$ cat config.mk
export PLATFORM = sky130hd
export DESIGN_NAME = serial_debug_top
export DESIGN_NICKNAME = d
export VERILOG_FILES = /design/src/design/uart_pkg.sv /design/src/design/dbg_msg_pkg.sv /design/src/design/baud_timer.sv /design/src/design/uart_tx.sv /design/src/design/frame_stats.sv /design/src/design/msg_formatter.sv /design/src/design/msg_sequencer.sv /design/src/design/serial_debug_top.sv
export SDC_FILE = /design/constraint.sdc
export NUM_CORES = 1
export LEC_CHECK = 0
export BUFFER_PORTS_ARGS = -buffer_cell sky130_fd_sc_hd__buf_2
export CAP_MARGIN = 20
export CORE_MARGIN = 3
export CORE_UTILIZATION = 45
export DETAILED_ROUTE_END_ITERATION = 10
export PLACE_DENSITY = 0.72
export SLEW_MARGIN = 10
export SYNTH_ARGS = -nofsm -noshare
export SYNTH_HDL_FRONTEND = slang
export SYNTH_HIERARCHICAL = 1
export SYNTH_SLANG_ARGS = --single-unit
$ cat constraint.sdc
create_clock -name i_clk -period 10.7 [get_ports i_clk]
set_clock_uncertainty 0.15 [all_clocks]
set_input_delay 2.675 -clock i_clk [delete_from_list [all_inputs] [get_ports i_clk]]
set_output_delay 2.675 -clock i_clk [all_outputs]
set_load 0.01 [all_outputs]
$ cat src/design/uart_pkg.sv
// UART transmitter types and line constants, imported by the serial transmit modules
package uart_pkg;

    // ========================================
    // Character and line definitions
    // ========================================
    localparam int   UART_DATA_BITS  = 8;     // 8N1 framing
    localparam logic UART_IDLE_LEVEL = 1'b1;  // Idle and stop bit level

    typedef logic [UART_DATA_BITS-1:0] uart_byte_t;  // One character on the wire

    // ========================================
    // Transmit FSM states
    // ========================================
    typedef enum logic [1:0] {
        UART_IDLE  = 2'd0,  // Line held high, waiting for send
        UART_START = 2'd1,  // Start bit, line low
        UART_DATA  = 2'd2,  // Data bits, LSB first
        UART_STOP  = 2'd3   // Stop bit, line high
    } uart_state_e;

endpackage

$ cat src/design/dbg_msg_pkg.sv
// Debug line layout, field positions and ASCII constants shared by the message modules
package dbg_msg_pkg;

    // ========================================
    // Counter widths
    // ========================================
    localparam int CNT_W = 16;  // Frame, instruction, IOT and pulse counters
    localparam int PC_W  = 12;  // CPU program counter

    // ========================================
    // Line layout
    // ========================================
    // F:hhhh PC:hhh I:hhhh D:hhhh V:dddd R<CR><LF>
    localparam int MSG_LEN = 38;

    typedef logic [5:0] msg_idx_t;  // Character index within the line

    // First digit of each field, label and colon sit just before it
    localparam msg_idx_t POS_FRAME = 6'd2;
    localparam msg_idx_t POS_PC    = 6'd10;
    localparam msg_idx_t POS_INSTR = 6'd16;
    localparam msg_idx_t POS_IOT   = 6'd23;
    localparam msg_idx_t POS_PV    = 6'd30;
    localparam msg_idx_t POS_RUN   = 6'd35;  // Followed by CR and LF

    // ASCII codes
    localparam logic [7:0] ASCII_0     = 8'h30;
    localparam logic [7:0] ASCII_A     = 8'h41;
    localparam logic [7:0] ASCII_SPACE = 8'h20;
    localparam logic [7:0] ASCII_COLON = 8'h3A;
    localparam logic [7:0] ASCII_R     = 8'h52;
    localparam logic [7:0] ASCII_DOT   = 8'h2E;  // CPU halted
    localparam logic [7:0] ASCII_CR    = 8'h0D;
    localparam logic [7:0] ASCII_LF    = 8'h0A;

    // ========================================
    // Message FSM states
    // ========================================
    typedef enum logic [1:0] {
        MSG_IDLE = 2'd0,  // Waiting for a snapshot
        MSG_SEND = 2'd1,  // Handing a character to the transmitter
        MSG_WAIT = 2'd2   // Waiting for the transmitter to take it
    } msg_state_e;

endpackage

$ cat src/design/baud_timer.sv
// Bit period timer for the UART transmitter, flags the last clock of every bit
module baud_timer #(
    parameter int CLKS_PER_BIT = 443
) (
    input  logic i_clk,
    input  logic i_rst_n,
    input  logic i_run,      // High while a character is on the line
    output logic o_bit_done  // Last cycle of the current bit
);

    localparam int TMR_W = (CLKS_PER_BIT > 1) ? $clog2(CLKS_PER_BIT) : 1;
    localparam logic [TMR_W-1:0] LAST_CNT = TMR_W'(CLKS_PER_BIT - 1);

    logic [TMR_W-1:0] cnt_q;  // Clocks into the current bit

    always_ff @(posedge i_clk) begin
        if (!i_rst_n) begin
            cnt_q <= '0;
        end else if (!i_run) begin
            cnt_q <= '0;  // Next character starts aligned
        end else if (cnt_q == LAST_CNT) begin
            cnt_q <= '0;  // Wrap into next bit
        end else begin
            cnt_q <= cnt_q + 1'b1;
        end
    end

    // Qualified by run so an idle count of zero never fires
    assign o_bit_done = i_run && (cnt_q == LAST_CNT);

endmodule

$ cat src/design/uart_tx.sv
// 8N1 UART transmitter, takes one character per send pulse and reports busy until the stop bit ends
module uart_tx #(
    parameter int CLKS_PER_BIT = 443
) (
    input  logic                 i_clk,
    input  logic                 i_rst_n,
    input  uart_pkg::uart_byte_t i_data,  // Sampled with i_send
    input  logic                 i_send,  // One cycle, ignored unless idle
    output logic                 o_tx,    // Registered serial line
    output logic                 o_busy
);

    import uart_pkg::*;

    localparam int BIT_CNT_W = $clog2(UART_DATA_BITS);
    localparam logic [BIT_CNT_W-1:0] LAST_BIT = BIT_CNT_W'(UART_DATA_BITS - 1);

    uart_state_e          state_q;
    uart_byte_t           shift_q;    // Remaining data bits, next one in bit 0
    logic [BIT_CNT_W-1:0] bit_cnt_q;  // Data bit now on the line
    logic                 timer_run;
    logic                 bit_done;

    assign timer_run = (state_q != UART_IDLE);  // Timer cleared between characters

    baud_timer #(
        .CLKS_PER_BIT (CLKS_PER_BIT)
    ) baud_timer_i (
        .i_clk      (i_clk),
        .i_rst_n    (i_rst_n),
        .i_run      (timer_run),
        .o_bit_done (bit_done)
    );

    // ========================================
    // Bit sequencing
    // ========================================
    // Line level is set on the edge that enters each bit
    always_ff @(posedge i_clk) begin
        if (!i_rst_n) begin
            state_q   <= UART_IDLE;
            bit_cnt_q <= '0;
            o_tx      <= UART_IDLE_LEVEL;
            o_busy    <= 1'b0;
        end else begin
            case (state_q)
                UART_IDLE: begin
                    if (i_send) begin
                        state_q <= UART_START;
                        o_tx    <= ~UART_IDLE_LEVEL;  // Start bit
                        o_busy  <= 1'b1;
                    end
                end
                UART_START: begin
                    if (bit_done) begin
                        state_q   <= UART_DATA;
                        bit_cnt_q <= '0;
                        o_tx      <= shift_q[0];  // LSB first
                    end
                end
                UART_DATA: begin
                    if (bit_done) begin
                        if (bit_cnt_q == LAST_BIT) begin
                            state_q <= UART_STOP;
                            o_tx    <= UART_IDLE_LEVEL;  // Stop bit
                        end else begin
                            bit_cnt_q <= bit_cnt_q + 1'b1;
                            o_tx      <= shift_q[1];  // Bit after the one just sent
                        end
                    end
                end
                UART_STOP: begin
                    if (bit_done) begin
                        state_q <= UART_IDLE;
                        o_busy  <= 1'b0;  // Free for the next character
                    end
                end
                default: state_q <= UART_IDLE;
            endcase
        end
    end

    // Character shift register
    always_ff @(posedge i_clk) begin
        if (state_q == UART_IDLE && i_send) begin
            shift_q <= i_data;
        end else if (state_q == UART_DATA && bit_done) begin
            shift_q <= shift_q >> 1;
        end
    end

endmodule

$ cat src/design/frame_stats.sv
// Per-frame statistics, counts frames and pixel pulses and captures the snapshot sent each frame
module frame_stats (
    input  logic                          i_clk,
    input  logic                          i_rst_n,
    input  logic                          i_frame_tick,   // One cycle per frame
    input  logic                          i_pixel_avail,  // Pixel pipeline pulse
    input  logic [dbg_msg_pkg::PC_W-1:0]  i_cpu_pc,
    input  logic [dbg_msg_pkg::CNT_W-1:0] i_cpu_instr_count,
    input  logic [dbg_msg_pkg::CNT_W-1:0] i_cpu_iot_count,
    input  logic                          i_cpu_running,
    input  logic                          i_msg_active,   // Line still going out
    output logic                          o_snap_valid,
    output logic [dbg_msg_pkg::CNT_W-1:0] o_frame,
    output logic [dbg_msg_pkg::PC_W-1:0]  o_pc,
    output logic [dbg_msg_pkg::CNT_W-1:0] o_instr,
    output logic [dbg_msg_pkg::CNT_W-1:0] o_iot,
    output logic [dbg_msg_pkg::CNT_W-1:0] o_pv_count,
    output logic                          o_running
);

    import dbg_msg_pkg::*;

    logic [CNT_W-1:0] frame_cnt_q;  // Frames seen since reset
    logic [CNT_W-1:0] pv_cnt_q;     // Pulses in the current frame
    logic             capture;

    // Ticks during a message still count but are not reported
    assign capture = i_frame_tick && !i_msg_active;

    // ========================================
    // Counters
    // ========================================
    always_ff @(posedge i_clk) begin
        if (!i_rst_n) begin
            frame_cnt_q  <= '0;
            pv_cnt_q     <= '0;
            o_snap_valid <= 1'b0;
        end else begin
            if (i_frame_tick) begin
                frame_cnt_q <= frame_cnt_q + 1'b1;
                // A pulse on the tick cycle belongs to the new frame
                pv_cnt_q    <= {{(CNT_W-1){1'b0}}, i_pixel_avail};
            end else if (i_pixel_avail) begin
                pv_cnt_q <= pv_cnt_q + 1'b1;
            end
            o_snap_valid <= capture;  // Snapshot visible in the same cycle
        end
    end

    // ========================================
    // Snapshot
    // ========================================
    always_ff @(posedge i_clk) begin
        if (capture) begin
            o_frame    <= frame_cnt_q;  // Number of the frame that just ended
            o_pc       <= i_cpu_pc;
            o_instr    <= i_cpu_instr_count;
            o_iot      <= i_cpu_iot_count;
            o_pv_count <= pv_cnt_q;
            o_running  <= i_cpu_running;
        end
    end

endmodule

$ cat src/design/msg_formatter.sv
// Debug line character lookup, returns the ASCII code at a line index from the held snapshot
module msg_formatter (
    input  dbg_msg_pkg::msg_idx_t         i_char_idx,
    input  logic [dbg_msg_pkg::CNT_W-1:0] i_frame,
    input  logic [dbg_msg_pkg::PC_W-1:0]  i_pc,
    input  logic [dbg_msg_pkg::CNT_W-1:0] i_instr,
    input  logic [dbg_msg_pkg::CNT_W-1:0] i_iot,
    input  logic [dbg_msg_pkg::CNT_W-1:0] i_pv_count,
    input  logic                          i_running,
    output uart_pkg::uart_byte_t          o_char
);

    import uart_pkg::*;
    import dbg_msg_pkg::*;

    localparam logic [CNT_W-1:0] PV_MOD = CNT_W'(10_000);  // Four decimal digits

    // Hex digit of a counter, offset 0 is the top nibble
    function automatic uart_byte_t hex_char(input logic [CNT_W-1:0] value, input msg_idx_t ofs);
        logic [3:0] nib;
        nib = value[CNT_W - 4 - 4 * ofs +: 4];
        if (nib < 4'd10) begin
            return ASCII_0 + {4'd0, nib};
        end
        return ASCII_A + {4'd0, nib} - 8'd10;  // A to F
    endfunction

    function automatic uart_byte_t dec_char(input logic [3:0] digit);
        return ASCII_0 + {4'd0, digit};
    endfunction

    logic [13:0]      pv_mod;     // Pulse count modulo 10000
    logic [3:0][3:0]  dec_digit;  // Index 3 is thousands

    // ========================================
    // Decimal split of the pulse count
    // ========================================
    always_comb begin
        pv_mod       = 14'(i_pv_count % PV_MOD);
        dec_digit[3] = 4'(pv_mod / 14'd1000);
        dec_digit[2] = 4'((pv_mod / 14'd100) % 14'd10);
        dec_digit[1] = 4'((pv_mod / 14'd10) % 14'd10);
        dec_digit[0] = 4'(pv_mod % 14'd10);
    end

    // ========================================
    // Character select
    // ========================================
    always_comb begin
        case (i_char_idx) inside
            POS_FRAME - 6'd2: o_char = "F";
            POS_PC - 6'd3:    o_char = "P";
            POS_PC - 6'd2:    o_char = "C";
            POS_INSTR - 6'd2: o_char = "I";
            POS_IOT - 6'd2:   o_char = "D";
            POS_PV - 6'd2:    o_char = "V";
            POS_FRAME - 6'd1, POS_PC - 6'd1, POS_INSTR - 6'd1,
            POS_IOT - 6'd1, POS_PV - 6'd1: begin
                o_char = ASCII_COLON;
            end
            [POS_FRAME : POS_FRAME + 6'd3]: o_char = hex_char(i_frame, i_char_idx - POS_FRAME);
            // Three digit PC, skip the empty top nibble
            [POS_PC : POS_PC + 6'd2]: begin
                o_char = hex_char(CNT_W'(i_pc), i_char_idx - POS_PC + 6'd1);
            end
            [POS_INSTR : POS_INSTR + 6'd3]: o_char = hex_char(i_instr, i_char_idx - POS_INSTR);
            [POS_IOT : POS_IOT + 6'd3]:     o_char = hex_char(i_iot, i_char_idx - POS_IOT);
            [POS_PV : POS_PV + 6'd3]: begin
                o_char = dec_char(dec_digit[2'(POS_PV + 6'd3 - i_char_idx)]);
            end
            POS_RUN:          o_char = i_running ? ASCII_R : ASCII_DOT;
            POS_RUN + 6'd1:   o_char = ASCII_CR;
            POS_RUN + 6'd2:   o_char = ASCII_LF;
            default:          o_char = ASCII_SPACE;  // Field separators
        endcase
    end

endmodule

$ cat src/design/msg_sequencer.sv
// Debug line sequencer, walks the line characters and feeds them to the UART on send/busy
module msg_sequencer (
    input  logic                  i_clk,
    input  logic                  i_rst_n,
    input  logic                  i_enable,      // Reporting switched on
    input  logic                  i_snap_valid,  // New snapshot ready
    input  uart_pkg::uart_byte_t  i_char,        // Formatter output for o_char_idx
    input  logic                  i_tx_busy,
    output dbg_msg_pkg::msg_idx_t o_char_idx,
    output uart_pkg::uart_byte_t  o_tx_data,
    output logic                  o_tx_send,
    output logic                  o_msg_active
);

    import dbg_msg_pkg::*;

    localparam msg_idx_t LAST_IDX = 6'(MSG_LEN - 1);  // LF

    msg_state_e state_q;
    logic       start_msg;  // Snapshot accepted
    logic       send_now;   // Character handed over this cycle

    assign start_msg = (state_q == MSG_IDLE) && i_snap_valid && i_enable;
    // Busy is always low when a snapshot arrives, so the first character goes at once
    assign send_now  = start_msg || ((state_q == MSG_SEND) && !i_tx_busy);

    // Covers the LF still on the line after the FSM has gone idle
    assign o_msg_active = (state_q != MSG_IDLE) || i_tx_busy;

    // ========================================
    // Message FSM
    // ========================================
    always_ff @(posedge i_clk) begin
        if (!i_rst_n) begin
            state_q    <= MSG_IDLE;
            o_char_idx <= '0;
            o_tx_send  <= 1'b0;
        end else begin
            o_tx_send <= send_now;  // Single cycle strobe
            case (state_q)
                MSG_IDLE: begin
                    if (start_msg) begin
                        state_q <= MSG_WAIT;
                    end
                end
                MSG_SEND: begin
                    if (!i_tx_busy) begin
                        state_q <= MSG_WAIT;
                    end
                end
                MSG_WAIT: begin
                    // Busy high means the character was taken
                    if (i_tx_busy) begin
                        if (o_char_idx == LAST_IDX) begin
                            o_char_idx <= '0;  // Ready for next line
                            state_q    <= MSG_IDLE;
                        end else begin
                            o_char_idx <= o_char_idx + 6'd1;
                            state_q    <= MSG_SEND;
                        end
                    end
                end
                default: state_q <= MSG_IDLE;
            endcase
        end
    end

    // Character held for the transmitter
    always_ff @(posedge i_clk) begin
        if (send_now) begin
            o_tx_data <= i_char;
        end
    end

endmodule

$ cat src/design/serial_debug_top.sv
// Serial debug reporter top, sends one status line per frame over the UART when enabled
module serial_debug_top #(
    parameter int CLK_FREQ = 51_000_000,  // System clock in Hz
    parameter int BAUD     = 115_200
) (
    input  logic                          i_clk,
    input  logic                          i_rst_n,
    input  logic                          i_enable,      // Gates transmission
    input  logic                          i_frame_tick,
    input  logic                          i_pixel_avail,
    input  logic [dbg_msg_pkg::PC_W-1:0]  i_cpu_pc,
    input  logic [dbg_msg_pkg::CNT_W-1:0] i_cpu_instr_count,
    input  logic [dbg_msg_pkg::CNT_W-1:0] i_cpu_iot_count,
    input  logic                          i_cpu_running,
    output logic                          o_uart_tx
);

    import uart_pkg::*;
    import dbg_msg_pkg::*;

    localparam int CLKS_PER_BIT = CLK_FREQ / BAUD;  // 442 at the defaults

    // Snapshot
    logic             snap_valid;
    logic [CNT_W-1:0] snap_frame;
    logic [PC_W-1:0]  snap_pc;
    logic [CNT_W-1:0] snap_instr;
    logic [CNT_W-1:0] snap_iot;
    logic [CNT_W-1:0] snap_pv;
    logic             snap_running;
    // Message path
    logic             msg_active;
    msg_idx_t         char_idx;
    uart_byte_t       msg_char;
    uart_byte_t       tx_data;
    logic             tx_send;
    logic             tx_busy;

    frame_stats frame_stats_i (
        .i_clk             (i_clk),
        .i_rst_n           (i_rst_n),
        .i_frame_tick      (i_frame_tick),
        .i_pixel_avail     (i_pixel_avail),
        .i_cpu_pc          (i_cpu_pc),
        .i_cpu_instr_count (i_cpu_instr_count),
        .i_cpu_iot_count   (i_cpu_iot_count),
        .i_cpu_running     (i_cpu_running),
        .i_msg_active      (msg_active),
        .o_snap_valid      (snap_valid),
        .o_frame           (snap_frame),
        .o_pc              (snap_pc),
        .o_instr           (snap_instr),
        .o_iot             (snap_iot),
        .o_pv_count        (snap_pv),
        .o_running         (snap_running)
    );

    msg_formatter msg_formatter_i (
        .i_char_idx (char_idx),
        .i_frame    (snap_frame),
        .i_pc       (snap_pc),
        .i_instr    (snap_instr),
        .i_iot      (snap_iot),
        .i_pv_count (snap_pv),
        .i_running  (snap_running),
        .o_char     (msg_char)
    );

    msg_sequencer msg_sequencer_i (
        .i_clk        (i_clk),
        .i_rst_n      (i_rst_n),
        .i_enable     (i_enable),
        .i_snap_valid (snap_valid),
        .i_char       (msg_char),
        .i_tx_busy    (tx_busy),
        .o_char_idx   (char_idx),
        .o_tx_data    (tx_data),
        .o_tx_send    (tx_send),
        .o_msg_active (msg_active)
    );

    uart_tx #(
        .CLKS_PER_BIT (CLKS_PER_BIT)
    ) uart_tx_i (
        .i_clk   (i_clk),
        .i_rst_n (i_rst_n),
        .i_data  (tx_data),
        .i_send  (tx_send),
        .o_tx    (o_uart_tx),
        .o_busy  (tx_busy)
    );

endmodule

==> metrics <==
fillcell total=2570; final hold viol count=0; Achievable Freq=103 MHz; CTS Buffer Depth=2; drt first-iter violations=1010; CTS tree=done; Mapped Avg Cell Area=8.63 µm²; num rows=60; Initial Util=0.464; vias per cell=6.24; Synth top area share=0.220; layout cells sized above 1=0.137; initial antenna violation count=0; Yosys reg bits=151; Post-synth EDFFs=93; post-route setup TNS=0 ns; library cells used by synthesis=124; Tcrit/Tclk final=0.907; final setup vio count=0; slowest stage cell, crit path=edfxtp_1; vias in the first global route=10700; CP Max Fanout=20; outcome=completed; hold buffers post-CTS=0; CP Capture Type=register; register area share after synthesis=0.312; WL per Instance=17.3 µm; die width=174 µm; largest net degree at the start of global routing=68; most area-hungry cell type in the Yosys netlist=edfxtp_1; Ports=51; global-route wire length before repair=53100 µm; asr flop ratio synth=0; Die H=174 µm; RSZ-0062 raised after global routing=false; most common flop cell mapped by yosys=edfxtp_1; max_cap viols=0; count leader, synth=nand2_1; crit path launch type=register; antenna-violating nets left=0; iteration count of the initial detailed-routing pass=6; CP Class=reg -> reg; Most common cell on crit path=mux2i_1; clk slew on worst S/H paths=0.07 ns; Root Driver=clkbuf_16; drc violations=0; WP data required=10.80 ns; most frequent cells after synthesis=146 x nand2_1, 121 x nor2_1, 98 x a21oi_1; Post-Syn Area=0.0127 mm²; Crit path arrival time=9.81 ns; Util after Layout=0.505; leading post-synthesis cells by cell area=edfxtp_1 22%, dfxtp_1 9.2%, nand2_1 4.3%; Placeable Area=0.0273 mm²; slew margin rel.=0.350; via count=11700; Tightest Pin Transition=0.968 ns; Die ar.=0.0302 mm²; synthesized instance count=1468; Max Slew Vio Count=0; Hold WC Path Type=reg -> reg; RD Place Congestion=0.938; worst skew pair latency=0.42 ns; drt total wl=32400 µm; Num Clock Sinks=151; H-Tree Depth=4; yosys warns=6; DP HPWL=23400 µm; Num CTS Buffers=17; area grow syn2layout=8.94%; grt total ovfl=0; nets@finish=1572; Total GRT Usage=0.206; crit-path max cell delay=0.56 ns; minimum clock period=9.71 ns; Syn Nets=1555; port bufs=50
-- critical path: cells and delay by family, from the launching register on --
family	cells	cell delay [ns]
AO/OA/AOI/OAI	15	4.73
AND/OR/NAND/NOR	8	2.37
multiplexers	4	0.99
flip-flops	1	0.56
adder cells (fa/ha/maj)	1	0.26
buffers and inverters	1	0.24
XOR/XNOR	1	0.19
-- cell type report --
type | count | area, µm² | share of cell area
diodes | 1 | 2.50 | 0.000181
clock buffers | 19 | 433 | 0.0314
clock inverters | 13 | 114 | 0.00825
inverters | 46 | 173 | 0.0125
multi-input cells | 1202 | 8280 | 0.600
flip-flops and latches | 151 | 3960 | 0.287
well taps | 372 | 465 | 0.0337
repair buffers | 67 | 378 | 0.0274
-- cell usage in the layout (no fill, tap or decap), types with 13 or more instances in the layout --
cell type / count
buf_4: 17
xnor2_1: 59
inv_1: 44
or3_1: 16
and2_1: 34
xor2_1: 19
nand2_1: 146
o211ai_1: 30
a31oi_1: 17
dfxtp_1: 57
nor4_1: 18
nor3_1: 43
and3_1: 17
o22ai_1: 17
clkbuf_16: 17
nand4_1: 19
edfxtp_1: 93
mux2i_1: 27
buf_2: 50
mux4_2: 13
nand3_1: 71
o21ai_0: 80
a21oi_1: 96
nand2b_1: 20
nor2_1: 120
a211oi_1: 16
ha_1: 37
-- worst paths after layout --
path | cells past startpoint | start | slack [ns] | to
setup reg to reg | 30 | frame_stats_i/o_pv_count[7] | 0.99 | msg_sequencer_i/o_tx_data[2]
hold reg to reg | 0 | frame_stats_i/pv_cnt_q[15] | 0.31 | frame_stats_i/o_pv_count[15]
setup / recovery | 30 | frame_stats_i/o_pv_count[7] | 0.99 | msg_sequencer_i/o_tx_data[2]
hold / removal | 0 | frame_stats_i/pv_cnt_q[15] | 0.31 | frame_stats_i/o_pv_count[15]
-- per-stage QoR --
stage	std cells	setup slack [ns]	cell area, µm²	hold WS [ns]
CTS	1867	0.505	13700	0.308
detailed placement	1835	0.550	13200	0.289
finish	1871	0.993	13800	0.307
global placement	1835	0.851	13200	0.280
floorplan	1468	2.46	12700	0.271
global route	1870	0.143	13800	0.319
-- sequential cells by signal (all words and copies together) (netlist names) --
name and cells:
frame_stats_i/frame_cnt_q 16, frame_stats_i/o_snap_valid 1, frame_stats_i/o_running 1, uart_tx_i/state_q 2
uart_tx_i/bit_cnt_q 3, msg_sequencer_i/o_char_idx 6, msg_sequencer_i/o_tx_data 8, msg_sequencer_i/state_q 2
frame_stats_i/o_pc 12, frame_stats_i/o_iot 16, uart_tx_i/o_busy 1, uart_tx_i/o_tx 1
frame_stats_i/o_pv_count 16, frame_stats_i/o_frame 16, frame_stats_i/o_instr 16, uart_tx_i/shift_q 8
uart_tx_i/baud_timer_i/cnt_q 9, msg_sequencer_i/o_tx_send 1, frame_stats_i/pv_cnt_q 16
-- layer usage --
metal	global-route usage	wire (µm)	part of all wire	vias up
li1	-	-	-	5619
met1	0.294	14800	0.46	5472
met2	0.326	14600	0.45	530
met3	0.0333	2390	0.074	50
met4	0.0529	562	0.017	0
met5	0	0	0	-
-- timing repair --
| action | in CTS | in global routing |
|---|---|---|
| setup buffers | 0 | 3 |
| resized for setup | 0 | 10 |
| setup endpoints to repair | 0 | 4 |
-- logic make-up after synthesis --
logic type	Yosys count	synth area share
AND/OR/NAND/NOR	576	0.237
XOR/XNOR	81	0.0572
multiplexers	54	0.0581
buffers and inverters	115	0.0385
AO/OA/AOI/OAI	446	0.255
adder cells (fa/ha/maj)	44	0.0422
flip-flops	151	0.312
other	1	0.000296
Power is left out: the tool's default activity adds up to more than one toggle a clock period on the data nets, which glitch-free logic cannot reach.
